`config.mk`:
```
export PLATFORM = sky130hd
export DESIGN_NAME = color_seg_top
export DESIGN_NICKNAME = d
export VERILOG_FILES = /design/src/hw/color_seg_pkg.sv /design/src/hw/color_classifier.sv /design/src/hw/color_seg_top.sv /design/src/hw/rgb_to_hsv.sv /design/src/hw/ycbcr_capture.sv /design/src/hw/ycbcr_to_rgb.sv
export VERILOG_INCLUDE_DIRS = /design/src /design/src/hw
export SDC_FILE = /design/constraint.sdc
export NUM_CORES = 1
export LEC_CHECK = 0
export BUFFER_PORTS_ARGS = -buffer_cell sky130_fd_sc_hd__buf_2
export CAP_MARGIN = 20
export CORE_UTILIZATION = 50
export DETAILED_ROUTE_END_ITERATION = 8
export PLACE_DENSITY = 0.65
export SETUP_SLACK_MARGIN = 0.2
export SLEW_MARGIN = 20
export SYNTH_ARGS = -nofsm -noshare
export SYNTH_HDL_FRONTEND = slang
export SYNTH_HIERARCHICAL = 1
export SYNTH_SLANG_ARGS = --single-unit
```
`constraint.sdc`:
```
create_clock -name clk_llc -period 112.5 [get_ports clk_llc]
set_input_delay 22.5 -clock clk_llc [delete_from_list [all_inputs] [get_ports clk_llc]]
set_output_delay 22.5 -clock clk_llc [all_outputs]
set_load 0.01 [all_outputs]
```
`src/hw/color_seg_config.svh`:
```
`ifndef COLOR_SEG_CONFIG_SVH
`define COLOR_SEG_CONFIG_SVH

// ------------------------------
// ycbcr to rgb, 2.8 fixed point
// ------------------------------
`define COEF_Y       10'd298   // 1.164
`define COEF_R_CR    10'd409   // 1.596
`define COEF_G_CR    10'd208   // 0.813
`define COEF_G_CB    10'd100   // 0.392
`define COEF_B_CB    10'd516   // 2.017

// video range offsets
`define Y_OFFSET     10'd16
`define C_OFFSET     10'd128

// ------------------------------
// hsv scale
// ------------------------------
`define HUE_FULL     8'd240    // one turn of the hue circle
`define HUE_SECTOR   8'd40     // 60 degrees

// black / chroma limits
`define V_THRESH     8'd96
`define S_THRESH     8'd96

// hue window centers
`define HUE_RED      8'd230
`define HUE_ORANGE   8'd15
`define HUE_YELLOW   8'd40
`define HUE_GREEN    8'd90
`define HUE_BLUE     8'd144
`define HUE_WIN      8'd10     // half width, both ends open

// sampling edge of the last byte to class_valid
`define PIPE_LATENCY 7

`endif

```
`src/hw/color_seg_pkg.sv`:
```
package color_seg_pkg;

	// one video byte or one colour component
	typedef logic [7:0] byte_t;

	// result word read by the robot software
	typedef logic [15:0] class_word_t;

	// byte position inside a cb y0 cr y1 group
	typedef enum logic [1:0]
	{
		phase_cb,
		phase_y0,
		phase_cr,
		phase_y1
	} capture_phase_e;

	// channel holding the maximum, ties go r > g > b
	typedef enum logic [1:0]
	{
		max_r,
		max_g,
		max_b
	} max_chan_e;

endpackage

```
`src/hw/color_classifier.sv`:
```
`timescale 1ns/1ps
`include "color_seg_config.svh"

module color_classifier (
	input  logic                       clk_llc,
	input  logic                       resetx,
	input  logic                       hsv_valid,
	input  color_seg_pkg::byte_t       h,
	input  color_seg_pkg::byte_t       s,
	input  color_seg_pkg::byte_t       v,
	output logic                       class_valid,
	output color_seg_pkg::class_word_t class_word
);
	import color_seg_pkg::*;

	logic        black;
	logic        chroma;   // bright and saturated
	logic        red_b;
	logic        orange_b;
	logic        yellow_b;
	logic        green_b;
	logic        blue_b;
	class_word_t word_c;

	// open window center +- HUE_WIN
	function automatic logic in_window(input byte_t hue, input byte_t center);
		return (hue > center - `HUE_WIN) && (hue < center + `HUE_WIN);
	endfunction

	assign black    = v < `V_THRESH;
	assign chroma   = !black && (s > `S_THRESH);
	assign red_b    = chroma && in_window(h, `HUE_RED);
	assign orange_b = chroma && in_window(h, `HUE_ORANGE);
	assign yellow_b = chroma && in_window(h, `HUE_YELLOW);
	assign green_b  = chroma && in_window(h, `HUE_GREEN);
	assign blue_b   = chroma && in_window(h, `HUE_BLUE);

	// ------------------------------
	// class word, msb first
	// ------------------------------
	assign word_c = {
		red_b | orange_b | yellow_b,                     // 15
		red_b | orange_b | yellow_b | black,             // 14
		red_b,                                           // 13
		orange_b,                                        // 12
		yellow_b,                                        // 11
		green_b | yellow_b,                              // 10
		green_b | yellow_b | orange_b | black,           // 9
		green_b | yellow_b | orange_b,                   // 8
		green_b,                                         // 7
		green_b,
		green_b,
		blue_b,                                          // 4
		blue_b | black,
		blue_b,
		blue_b,
		black                                            // 0
	};

	always_ff @(posedge clk_llc or negedge resetx)
	begin
		if (!resetx)
		begin
			class_valid <= 1'b0;
			class_word  <= '0;
		end
		else
		begin
			class_valid <= hsv_valid;
			if (hsv_valid)
				class_word <= word_c;  // idle hsv data never reaches the word
		end
	end

	// windows are disjoint
	assert property (@(posedge clk_llc) disable iff (!resetx)
		class_valid |-> $onehot0({class_word[13], class_word[12], class_word[11],
			class_word[7], class_word[4]}));

	// black pixels carry no colour
	assert property (@(posedge clk_llc) disable iff (!resetx)
		class_valid && class_word[0] |->
			class_word[13:11] == 3'b000 && !class_word[7] && !class_word[4]);

endmodule

```
`src/hw/color_seg_top.sv`:
```
`timescale 1ns/1ps

module color_seg_top (
	input  logic                       clk_llc,
	input  logic                       resetx,
	input  color_seg_pkg::byte_t       video_byte,
	input  logic                       line_active,
	output logic                       class_valid,
	output color_seg_pkg::class_word_t class_word
);
	import color_seg_pkg::*;

	// capture -> rgb
	logic  pix_valid;
	byte_t y;
	byte_t cb;
	byte_t cr;
	// rgb -> hsv
	logic  rgb_valid;
	byte_t r;
	byte_t g;
	byte_t b;
	// hsv -> classifier
	logic  hsv_valid;
	byte_t h;
	byte_t s;
	byte_t v;

	ycbcr_capture capture_i (
		.clk_llc     (clk_llc),
		.resetx      (resetx),
		.video_byte  (video_byte),
		.line_active (line_active),
		.pix_valid   (pix_valid),
		.y           (y),
		.cb          (cb),
		.cr          (cr)
	);

	ycbcr_to_rgb to_rgb_i (
		.clk_llc   (clk_llc),
		.resetx    (resetx),
		.pix_valid (pix_valid),
		.y         (y),
		.cb        (cb),
		.cr        (cr),
		.rgb_valid (rgb_valid),
		.r         (r),
		.g         (g),
		.b         (b)
	);

	rgb_to_hsv to_hsv_i (
		.clk_llc   (clk_llc),
		.resetx    (resetx),
		.rgb_valid (rgb_valid),
		.r         (r),
		.g         (g),
		.b         (b),
		.hsv_valid (hsv_valid),
		.h         (h),
		.s         (s),
		.v         (v)
	);

	color_classifier classifier_i (
		.clk_llc     (clk_llc),
		.resetx      (resetx),
		.hsv_valid   (hsv_valid),
		.h           (h),
		.s           (s),
		.v           (v),
		.class_valid (class_valid),
		.class_word  (class_word)
	);

endmodule

```
`src/hw/rgb_to_hsv.sv`:
```
`timescale 1ns/1ps
`include "color_seg_config.svh"

module rgb_to_hsv (
	input  logic                 clk_llc,
	input  logic                 resetx,
	input  logic                 rgb_valid,
	input  color_seg_pkg::byte_t r,
	input  color_seg_pkg::byte_t g,
	input  color_seg_pkg::byte_t b,
	output logic                 hsv_valid,
	output color_seg_pkg::byte_t h,
	output color_seg_pkg::byte_t s,
	output color_seg_pkg::byte_t v
);
	import color_seg_pkg::*;

	// sector bases for green and blue maxima
	localparam logic signed [15:0] hue_base_g = 16'(2 * `HUE_SECTOR);
	localparam logic signed [15:0] hue_base_b = 16'(4 * `HUE_SECTOR);

	logic [2:0]         vld_sr;
	byte_t              max_c;
	byte_t              min_c;
	max_chan_e          chan_c;
	byte_t              max_q;    // stage 1
	byte_t              min_q;
	max_chan_e          chan_q;
	byte_t              r_q;
	byte_t              g_q;
	byte_t              b_q;
	logic signed [8:0]  diff_c;
	byte_t              delta_q;  // stage 2
	logic signed [8:0]  diff_q;   // signed hue difference
	byte_t              v2_q;
	max_chan_e          chan2_q;
	logic signed [15:0] hue_num;
	logic signed [15:0] hue_quo;  // -40..40
	logic signed [15:0] hue_c;
	logic [15:0]        sat_num;
	logic [15:0]        sat_c;

	// max with its channel tag, and min
	always_comb
	begin
		if (r >= g && r >= b)
		begin
			max_c  = r;
			chan_c = max_r;
		end
		else if (g >= b)
		begin
			max_c  = g;
			chan_c = max_g;
		end
		else
		begin
			max_c  = b;
			chan_c = max_b;
		end
		min_c = r;
		if (g < min_c)
			min_c = g;
		if (b < min_c)
			min_c = b;
	end

	// difference of the two channels that are not the max
	always_comb
	begin
		case (chan_q)
			max_r:   diff_c = $signed({1'b0, g_q}) - $signed({1'b0, b_q});
			max_g:   diff_c = $signed({1'b0, b_q}) - $signed({1'b0, r_q});
			max_b:   diff_c = $signed({1'b0, r_q}) - $signed({1'b0, g_q});
			default: diff_c = '0;
		endcase
	end

	// ------------------------------
	// stage 3 dividers
	// ------------------------------
	assign hue_num = diff_q * $signed({8'd0, `HUE_SECTOR});
	assign hue_quo = hue_num / $signed({8'd0, delta_q});  // truncates toward zero
	assign sat_num = delta_q * 16'd255;
	assign sat_c   = (v2_q == 8'd0) ? 16'd0 : sat_num / {8'd0, v2_q};

	always_comb
	begin
		if (delta_q == 8'd0)
			hue_c = '0;  // grey, no hue
		else
		begin
			case (chan2_q)
				max_r:   hue_c = (hue_quo < 0) ? hue_quo + $signed({8'd0, `HUE_FULL}) : hue_quo;
				max_g:   hue_c = hue_quo + hue_base_g;
				max_b:   hue_c = hue_quo + hue_base_b;
				default: hue_c = '0;
			endcase
		end
	end

	always_ff @(posedge clk_llc or negedge resetx)
	begin
		if (!resetx)
		begin
			vld_sr  <= '0;
			max_q   <= '0;
			min_q   <= '0;
			chan_q  <= max_r;
			r_q     <= '0;
			g_q     <= '0;
			b_q     <= '0;
			delta_q <= '0;
			diff_q  <= '0;
			v2_q    <= '0;
			chan2_q <= max_r;
			h       <= '0;
			s       <= '0;
			v       <= '0;
		end
		else
		begin
			vld_sr  <= {vld_sr[1:0], rgb_valid};
			max_q   <= max_c;           // stage 1
			min_q   <= min_c;
			chan_q  <= chan_c;
			r_q     <= r;
			g_q     <= g;
			b_q     <= b;
			delta_q <= max_q - min_q;   // stage 2
			diff_q  <= diff_c;
			v2_q    <= max_q;
			chan2_q <= chan_q;
			h       <= hue_c[7:0];      // stage 3
			s       <= sat_c[7:0];
			v       <= v2_q;
		end
	end

	assign hsv_valid = vld_sr[2];

	// red wrap keeps the hue on the 240 step circle
	assert property (@(posedge clk_llc) disable iff (!resetx)
		hsv_valid |-> h < `HUE_FULL);

endmodule

```
`src/hw/ycbcr_capture.sv`:
```
`timescale 1ns/1ps

module ycbcr_capture (
	input  logic                 clk_llc,
	input  logic                 resetx,
	input  color_seg_pkg::byte_t video_byte,
	input  logic                 line_active,
	output logic                 pix_valid,
	output color_seg_pkg::byte_t y,
	output color_seg_pkg::byte_t cb,
	output color_seg_pkg::byte_t cr
);
	import color_seg_pkg::*;

	byte_t          byte_q;    // decoder byte at the pins
	logic           active_q;  // line_active, same cycle as byte_q
	capture_phase_e phase;
	byte_t          cb_q;      // chroma of the current group
	byte_t          y0_q;

	// input register
	always_ff @(posedge clk_llc or negedge resetx)
	begin
		if (!resetx)
		begin
			byte_q   <= '0;
			active_q <= 1'b0;
		end
		else
		begin
			byte_q   <= video_byte;
			active_q <= line_active;
		end
	end

	// ------------------------------
	// phase sequencer
	// ------------------------------
	always_ff @(posedge clk_llc or negedge resetx)
	begin
		if (!resetx)
			phase <= phase_cb;
		else if (!active_q)
			phase <= phase_cb;  // blanking, restart at cb
		else
		begin
			case (phase)
				phase_cb: phase <= phase_y0;
				phase_y0: phase <= phase_cr;
				phase_cr: phase <= phase_y1;
				phase_y1: phase <= phase_cb;
			endcase
		end
	end

	// byte latches and pixel output
	always_ff @(posedge clk_llc or negedge resetx)
	begin
		if (!resetx)
		begin
			cb_q      <= '0;
			y0_q      <= '0;
			pix_valid <= 1'b0;
			y         <= '0;
			cb        <= '0;
			cr        <= '0;
		end
		else
		begin
			pix_valid <= 1'b0;  // one pulse per pixel
			if (active_q)
			begin
				case (phase)
					phase_cb: cb_q <= byte_q;
					phase_y0: y0_q <= byte_q;
					phase_cr:
					begin
						y         <= y0_q;    // first pixel
						cb        <= cb_q;
						cr        <= byte_q;
						pix_valid <= 1'b1;
					end
					phase_y1:
					begin
						y         <= byte_q;  // second pixel, chroma kept
						pix_valid <= 1'b1;
					end
				endcase
			end
		end
	end

	// pixels leave only after cr or y1, the sequencer is then past y0
	assert property (@(posedge clk_llc) disable iff (!resetx)
		!(pix_valid && phase == phase_y0));

endmodule

```
`src/hw/ycbcr_to_rgb.sv`:
```
`timescale 1ns/1ps
`include "color_seg_config.svh"

module ycbcr_to_rgb (
	input  logic                 clk_llc,
	input  logic                 resetx,
	input  logic                 pix_valid,
	input  color_seg_pkg::byte_t y,
	input  color_seg_pkg::byte_t cb,
	input  color_seg_pkg::byte_t cr,
	output logic                 rgb_valid,
	output color_seg_pkg::byte_t r,
	output color_seg_pkg::byte_t g,
	output color_seg_pkg::byte_t b
);
	import color_seg_pkg::*;

	logic [1:0]         vld_sr;   // one bit per stage
	logic signed [9:0]  y_off;    // y - 16
	logic signed [9:0]  cb_off;   // cb - 128
	logic signed [9:0]  cr_off;   // cr - 128
	logic signed [20:0] y_p;      // products, 2.8 scaled
	logic signed [20:0] rcr_p;
	logic signed [20:0] gcr_p;
	logic signed [20:0] gcb_p;
	logic signed [20:0] bcb_p;
	logic signed [20:0] r_sum;
	logic signed [20:0] g_sum;
	logic signed [20:0] b_sum;

	// >>> 8 and clamp to 0..255
	function automatic byte_t clamp8(input logic signed [20:0] acc);
		byte_t res;
		if (acc[20])
			res = 8'd0;         // negative
		else if (|acc[19:16])
			res = 8'd255;       // overflow past 255
		else
			res = acc[15:8];
		return res;
	endfunction

	assign y_off  = $signed({2'b00, y}) - $signed(`Y_OFFSET);
	assign cb_off = $signed({2'b00, cb}) - $signed(`C_OFFSET);
	assign cr_off = $signed({2'b00, cr}) - $signed(`C_OFFSET);

	// ------------------------------
	// stage 1, coefficient products
	// ------------------------------
	always_ff @(posedge clk_llc or negedge resetx)
	begin
		if (!resetx)
		begin
			y_p   <= '0;
			rcr_p <= '0;
			gcr_p <= '0;
			gcb_p <= '0;
			bcb_p <= '0;
		end
		else
		begin
			y_p   <= y_off * $signed({1'b0, `COEF_Y});
			rcr_p <= cr_off * $signed({1'b0, `COEF_R_CR});
			gcr_p <= cr_off * $signed({1'b0, `COEF_G_CR});
			gcb_p <= cb_off * $signed({1'b0, `COEF_G_CB});
			bcb_p <= cb_off * $signed({1'b0, `COEF_B_CB});
		end
	end

	assign r_sum = y_p + rcr_p;
	assign g_sum = y_p - gcr_p - gcb_p;
	assign b_sum = y_p + bcb_p;

	// stage 2, sums, shift, clamp
	always_ff @(posedge clk_llc or negedge resetx)
	begin
		if (!resetx)
		begin
			vld_sr <= '0;
			r      <= '0;
			g      <= '0;
			b      <= '0;
		end
		else
		begin
			vld_sr <= {vld_sr[0], pix_valid};
			r      <= clamp8(r_sum);
			g      <= clamp8(g_sum);
			b      <= clamp8(b_sum);
		end
	end

	assign rgb_valid = vld_sr[1];

endmodule

```
# Yosys cells after proc, flatten, opt, wreduce, memory -nomap -nowiden
# Index checks and enable logic that the tools add are counted.
# word_totals
register_bits	287
wordCells	138
out_inout_bits	17
# op_classes
addsub	14
magnitude_cmp	18
eq_ne	7
reduce_logical	27
bitwise_logic	7
div	2
multipliers	7
muxes	22
# ops
cell	count
$mux W8	13
$add A21 B21 Y21	2
$sub A21 B21 Y21	2
$mul A9 B9 Y18 const B	2
$pmux W9 S3	1
$sub A8 B8 Y9	3
$ge A8 B8 Y1	3
$pmux W8 S3	1
$mul A9 B10 Y19 const B	1
$sub A8 B8 Y9 const B	2
$add A8 B8 Y8 const B	2
$div A16 B8 Y16	1
$div A16 B9 Y16	1
$gt A8 B7 Y1 const B	2
$gt A8 B8 Y1 const B	2
$logic_not A8 Y1	2
$lt A16 B1 Y1 const B	1
$lt A8 B7 Y1 const B	2
$lt A8 B8 Y1	2
$lt A8 B8 Y1 const B	2
$mul A8 B8 Y16 const B	1
$pmux W8 S2	1
$mul A9 B6 Y15 const B	1
$mul A9 B5 Y14 const B	1
21 further kinds	53

# Longest topological paths before layout
# Gate-level depths: netlist (run 1).
# depth
ltp_word	7
ltp_mapped	195
ltp_nobuf	185

# Modules after synthesis
# Netlist (run 1), hierarchy kept.
# by_module_without_submodules
module	area_per_inst_um2	cells_per_inst	seq_area_each_um2	instances
rgb_to_hsv	18396.4	2302	2402.3	1
ycbcr_to_rgb	9683.0	945	2627.5	1
ycbcr_capture	2149.6	133	1301.2	1
color_classifier	743.2	76	325.3	1

# Least setup slack after synthesis (run 1)
# OpenSTA, ideal clock, no wires.
# synth_path
path_type	register to register
startpoint	register to_hsv_i.delta_q[0]
endpoint	register to_hsv_i.s[0]
t_required_ns	112.361
setup_ns	0.139
arrival_time_ns	35.801
period_less_slack_ns	35.940
stages_incl_launch_ff	185
path_slack_ns	76.560
n_path_buf	10
path_cell_list	dfrtp_1 -> inv_1 -> ha_1 -> ha_1 -> inv_1 -> fa_1 -> fa_1 -> inv_1 -> ha_1 -> a21oi_1 -> o21bai_1 -> a21oi_1 -> o21bai_1 -> a21oi_1 -> o21bai_1 -> a2111o_1 -> nand2_1 -> ha_1 -> [... 149 more ...] -> a21o_1 -> a21o_1 -> a21o_1 -> or4_1 -> nor2_4 -> mux2_2 -> ha_1 -> nor2b_1 -> o21ai_0 -> nand2b_1 -> a21oi_1 -> nor2b_1 -> o21ai_0 -> nand2b_1 -> a211oi_1 -> nand3_1 -> a211oi_1 -> a221oi_1
# synth_between
elab_chain_cells	3
# synth_lines
item	line	source
start, declared	rgb_to_hsv.sv:33	byte_t delta_q;
start signal, assigned	rgb_to_hsv.sv:130	delta_q <= max_q - min_q;
$mul A8 B8 Y16	rgb_to_hsv.sv:84	assign sat_num = delta_q * 16'd255;
$div A16 B8 Y16	rgb_to_hsv.sv:85	assign sat_c = (v2_q == 8'd0) ? 16'd0 : sat_num / {8'd0, v2_q};
$mux W8	rgb_to_hsv.sv:85	
net to_hsv_i.sat_c[0]	rgb_to_hsv.sv:41	logic [15:0] sat_c;
end signal, assigned	rgb_to_hsv.sv:135	s <= sat_c[7:0];
end, declared	rgb_to_hsv.sv:13	output color_seg_pkg::byte_t s,
# The timed path passes the listed nets, and every way through them passes these cells.
# A chain may end at the register's enable or synchronous reset.

# Worst setup path in the final report (run 1)
# Same ends and word-level chain as after synthesis.

==> flow_metrics.tcl, run 1 <==
set metrics [dict create \
    cpMostUsedCell "o21a_1" \
    final_antenna_net_count 0 \
    crit_path_end_kind "flop" \
    min_period_over_period_pct 36.3 \
    drt-vias-per-instance 5.76 \
    hpwl_um 57900 \
    hold_class "reg2reg" \
    place_ws_ns 72.05 \
    max_cap_viol_count 0 \
    syn_to_final_growth_pct 6.80 \
    clk_latency_ns 0.56 \
    wl_um 72400 \
    drtIter0Drc 1202 \
    post_cts_buffers 0 \
    synth_area_per_cell_um2 8.94 \
    ios 28 \
    cpPeakStageDelay_ns 0.80 \
    root_buffer "clkbuf_16" \
    antenna_found_initial 1 \
    crit_arrival_ns 41.20 \
    drive_above_1_share_pct 7.92 \
    final_common_cell "ha_1" \
    grt_pass1_wl_um 120000 \
    synth_area_um2 30800 \
    dieArea_um2 62700 \
    vias 24647 \
    start_kind "flop" \
    first_pass_iters 5 \
    port_buffers 27 \
    worstMarginPinSlew_ns 1.06 \
    crit_fanout 19 \
    synthCells 3451 \
    slowest_stage "nor4_4" \
    yosysWarningCount 6 \
    core_um2 60700 \
    antenna_cells 0 \
    tritoncts "yes" \
    fp-row-count 90 \
    hold_buffers 0 \
    critical_path_class "reg2reg" \
    fin_skew_ns 0.0218 \
    place_inst 4226 \
    relSlewSlack_pct 29.1 \
    setup_tns_ns 0 \
    required_ns 112.91 \
    cts_resized 0 \
    setup_ws_ns 71.71 \
    die_y_um 250 \
    status "finished clean" \
    fmax_ghz 0.0245 \
    htree_levels 2 \
    gp_congestion 0.868 \
    layout.cells.non_filler 4281 \
    grt_max_degree 123 \
    min_period_ns 40.79 \
    route.detailed.drc 0 \
    gr-usage-all-layers_pct 23.3 \
    nets 4120 \
    die_w_um 250 \
    clkTransAtPathRegs_ns 0.06 \
    grt_pass1_vias 23832 \
    wl_per_cell_um 16.9 \
    cts.sinks 261 \
    syn_nets 4091 \
    overflow 0 \
    cts_buffer_depth 3 \
    setup_violations 0 \
    rsz0062_at_grt "no" \
    slew_violations 0 \
    start_util_pct 50.8 \
    hold_viol_final 0 \
    final_cell_mix "540 x ha_1, 369 x inv_1, 261 x dfrtp_1" \
    numCtsBuffers 34 \
]
[path summary, 6_finish.rpt]
| path | from | to | slack (ns) | cells past startpoint |
|---|---|---|---|---|
| max | to_hsv_i/delta_q[0] | to_hsv_i/s[0] | 71.71 | 179 |
| min | to_rgb_i/vld_sr[1] | to_hsv_i/vld_sr[0] | 0.34 | 0 |
| max reg2reg | to_hsv_i/delta_q[0] | to_hsv_i/s[0] | 71.71 | 179 |
| min reg2reg | to_rgb_i/vld_sr[1] | to_hsv_i/vld_sr[0] | 0.34 | 0 |
| max in group asynchronous | resetx | classifier_i/class_valid | 88.17 | 3 |
| min in group asynchronous | resetx | capture_i/y0_q[7] | 21.99 | 1 |
[routing by layer]
layer / global-route usage, % / share of wire, %
met2: 41.7 / 50
met3: 2.58 / 3.3
met5: 0 / 0
met4: 5.68 / 1.9
met1: 29.7 / 45
[sequential cells by signal, indices dropped and copies added (netlist names), 9 cells and up]
name	count
classifier_i/class_word	12
to_rgb_i/gcb_p	12
to_rgb_i/bcb_p	18
to_rgb_i/rcr_p	19
to_hsv_i/diff_q	9
to_rgb_i/y_p	18
to_rgb_i/gcr_p	12
[final cells by class]
cell class              instances  area, um2
well taps                     782        978
multi-input cells            2765      22700
inverters                     374       1400
repair buffers                 44        273
flip-flops and latches        261       6530
clock inverters                13        176
clock buffers                  42        931
fillers                      5573      27800
[metrics by stage]
stage	hold WS, ns	util [%]	cell area [um2]
detailed placement	0.340	52.4	31800
global placement	0.337	52.4	31800
CTS	0.332	54.3	32900
global route	0.339	54.3	32900
finish	0.338	54.3	32900
floorplan	0.331	-	30800
[worst max-delay path, delay by kind of cell (launching register included)]
family / cells / cell delay [ns]
flip-flops: 1 / 0.64
adder cells (fa/ha/maj): 21 / 6.84
AND/OR/NAND/NOR: 35 / 7.85
multiplexers: 6 / 1.84
AO/OA/AOI/OAI: 107 / 22.14
buffers and inverters: 10 / 1.30
Power of run 1 is left out: the tool's default activity adds up to more than one toggle a clock period on the data nets, which glitch-free logic cannot reach.
==> run 2, diff against run 1 <==
Settings changed: ABC_AREA set to 1.
Clock period 112.5 ns to 40.5 ns, I/O delays scaled along.
==> flow_metrics.tcl, run 2 <==
set metrics [dict create \
    status "finished clean" \
    rsz0062_at_grt "no" \
    final_cell_area_um2 33400 \
    antenna_found_initial 2 \
    crit_path_end_kind "flop" \
    start_util_pct 50.6 \
    setup_tns_ns 0 \
    post_cts_buffers 0 \
    hpwl_um 61300 \
    dieArea_um2 63600 \
    drtIter0Drc 1504 \
    relSlewSlack_pct 27.8 \
    required_ns 40.92 \
    largest_reg_flops 19 \
    grt_pass1_wl_um 125000 \
    synth_area_um2 31300 \
    crit_arrival_ns 35.74 \
    min_period_ns 35.32 \
    drt-vias-per-instance 5.12 \
    drt-met1-wl_um 36700 \
    max_cap_viol_count 0 \
    final_cell_mix "975 x nand2_1, 707 x inv_1, 540 x ha_1" \
    cts_buffer_depth 3 \
    setup_violations 0 \
    tritoncts "yes" \
    cpMostUsedCell "nand2_1" \
    fmax_ghz 0.0283 \
    fin_skew_ns 0.0324 \
    wl_met3_um 3010 \
    drive_above_1_share_pct 6.45 \
    overflow 0 \
    cpPeakStageDelay_ns 0.76 \
    final_antenna_net_count 0 \
    core_um2 61800 \
    die_w_um 252 \
    syn_to_final_growth_pct 6.73 \
    port_buffers 27 \
    root_buffer "clkbuf_16" \
    clkTransAtPathRegs_ns 0.06 \
    worstMarginPinSlew_ns 1.08 \
    fp-row-count 91 \
    htree_levels 1 \
    vias 26364 \
    hold_buffers 0 \
    crit_fanout 20 \
    gr-usage-all-layers_pct 23.9 \
    min_period_over_period_pct 87.2 \
    cts.sinks 261 \
    die_y_um 252 \
    synthCells 4257 \
    reg.largest.list "to_rgb_i/rcr_p: 19 flops, to_rgb_i/bcb_p: 18 flops, to_rgb_i/y_p: 18 flops" \
    syn_nets 4897 \
    ios 28 \
    numCtsBuffers 30 \
    grt_max_degree 178 \
    antenna_cells 0 \
    yosysWarningCount 6 \
    grt_pass1_vias 25121 \
    wl_um 74800 \
    synth_area_per_cell_um2 7.35 \
    hold_viol_final 0 \
    gp_congestion 0.915 \
    nets 4925 \
    slowest_stage "o21ai_0" \
    critical_path_class "reg2reg" \
    route.detailed.drc 0 \
    final_common_cell "nand2_1" \
    slew_violations 0 \
    met2_length_um 33400 \
    fillers 6041 \
    top_layer "met5" \
    largest_register "to_rgb_i/rcr_p" \
    clk_latency_ns 0.60 \
    first_pass_iters 5 \
    wl_per_cell_um 14.5 \
    hold_class "reg2reg" \
    start_kind "flop" \
    dpl-instance-area_um2 32300 \
    cts_resized 0 \
]
run 2: area by class of cell:
class / count / area, um2 / share of cell area (%)
Multi-Input combinational cell: 3219 / 21800 / 65.2
Sequential cell: 261 / 6530 / 19.5
Inverter: 736 / 2760 / 8.27
Tap cell: 837 / 1050 / 3.13
Clock buffer: 37 / 827 / 2.48
Clock inverter: 19 / 241 / 0.723
Timing Repair Buffer: 37 / 230 / 0.689
run 2: layer usage:
metal  global-route usage [%]  vias to the layer above
li1                         -                    13852
met1                     33.8                    12035
met2                     39.6                      392
met3                     2.07                       83
met4                     5.45                        2
met5                        0                        -
run 2: worst max-delay path, delay by kind of cell, from the launching register on:
kind / cells / cell delay [ns]
compound gates: 83 / 14.30
xor+xnor: 1 / 0.16
fa+ha+maj: 21 / 7.22
buf+inv: 26 / 3.08
flops: 1 / 0.61
simple gates: 77 / 9.66
run 2: through the flow:
step,worst slack [ns],utilization [%],hold slack [ns],cells
2_1_floorplan,9.40,-,0.331,4257
3_3_place_gp,5.59,52.3,0.334,5089
3_5_place_dp,5.36,52.3,0.337,5089
4_1_cts,5.19,54.0,0.360,5145
5_1_grt,1.43,54.0,0.368,5146
6_report,5.18,54.0,0.360,5146
run 2: worst paths after layout:
| check | startpoint | end | slack (ns) | depth (start not counted) |
|---|---|---|---|---|
| max | to_hsv_i/delta_q[0] | to_hsv_i/s[0] | 5.18 | 208 |
| min | to_hsv_i/vld_sr[0] | to_hsv_i/vld_sr[1] | 0.36 | 0 |
| min in group asynchronous | resetx | to_hsv_i/diff_q[5] | 7.52 | 1 |
| max in group asynchronous | resetx | to_hsv_i/delta_q[3] | 31.65 | 2 |
| min reg2reg | to_hsv_i/vld_sr[0] | to_hsv_i/vld_sr[1] | 0.36 | 0 |
| max reg2reg | to_hsv_i/delta_q[0] | to_hsv_i/s[0] | 5.18 | 208 |
Power of run 2 is left out for the same reason.
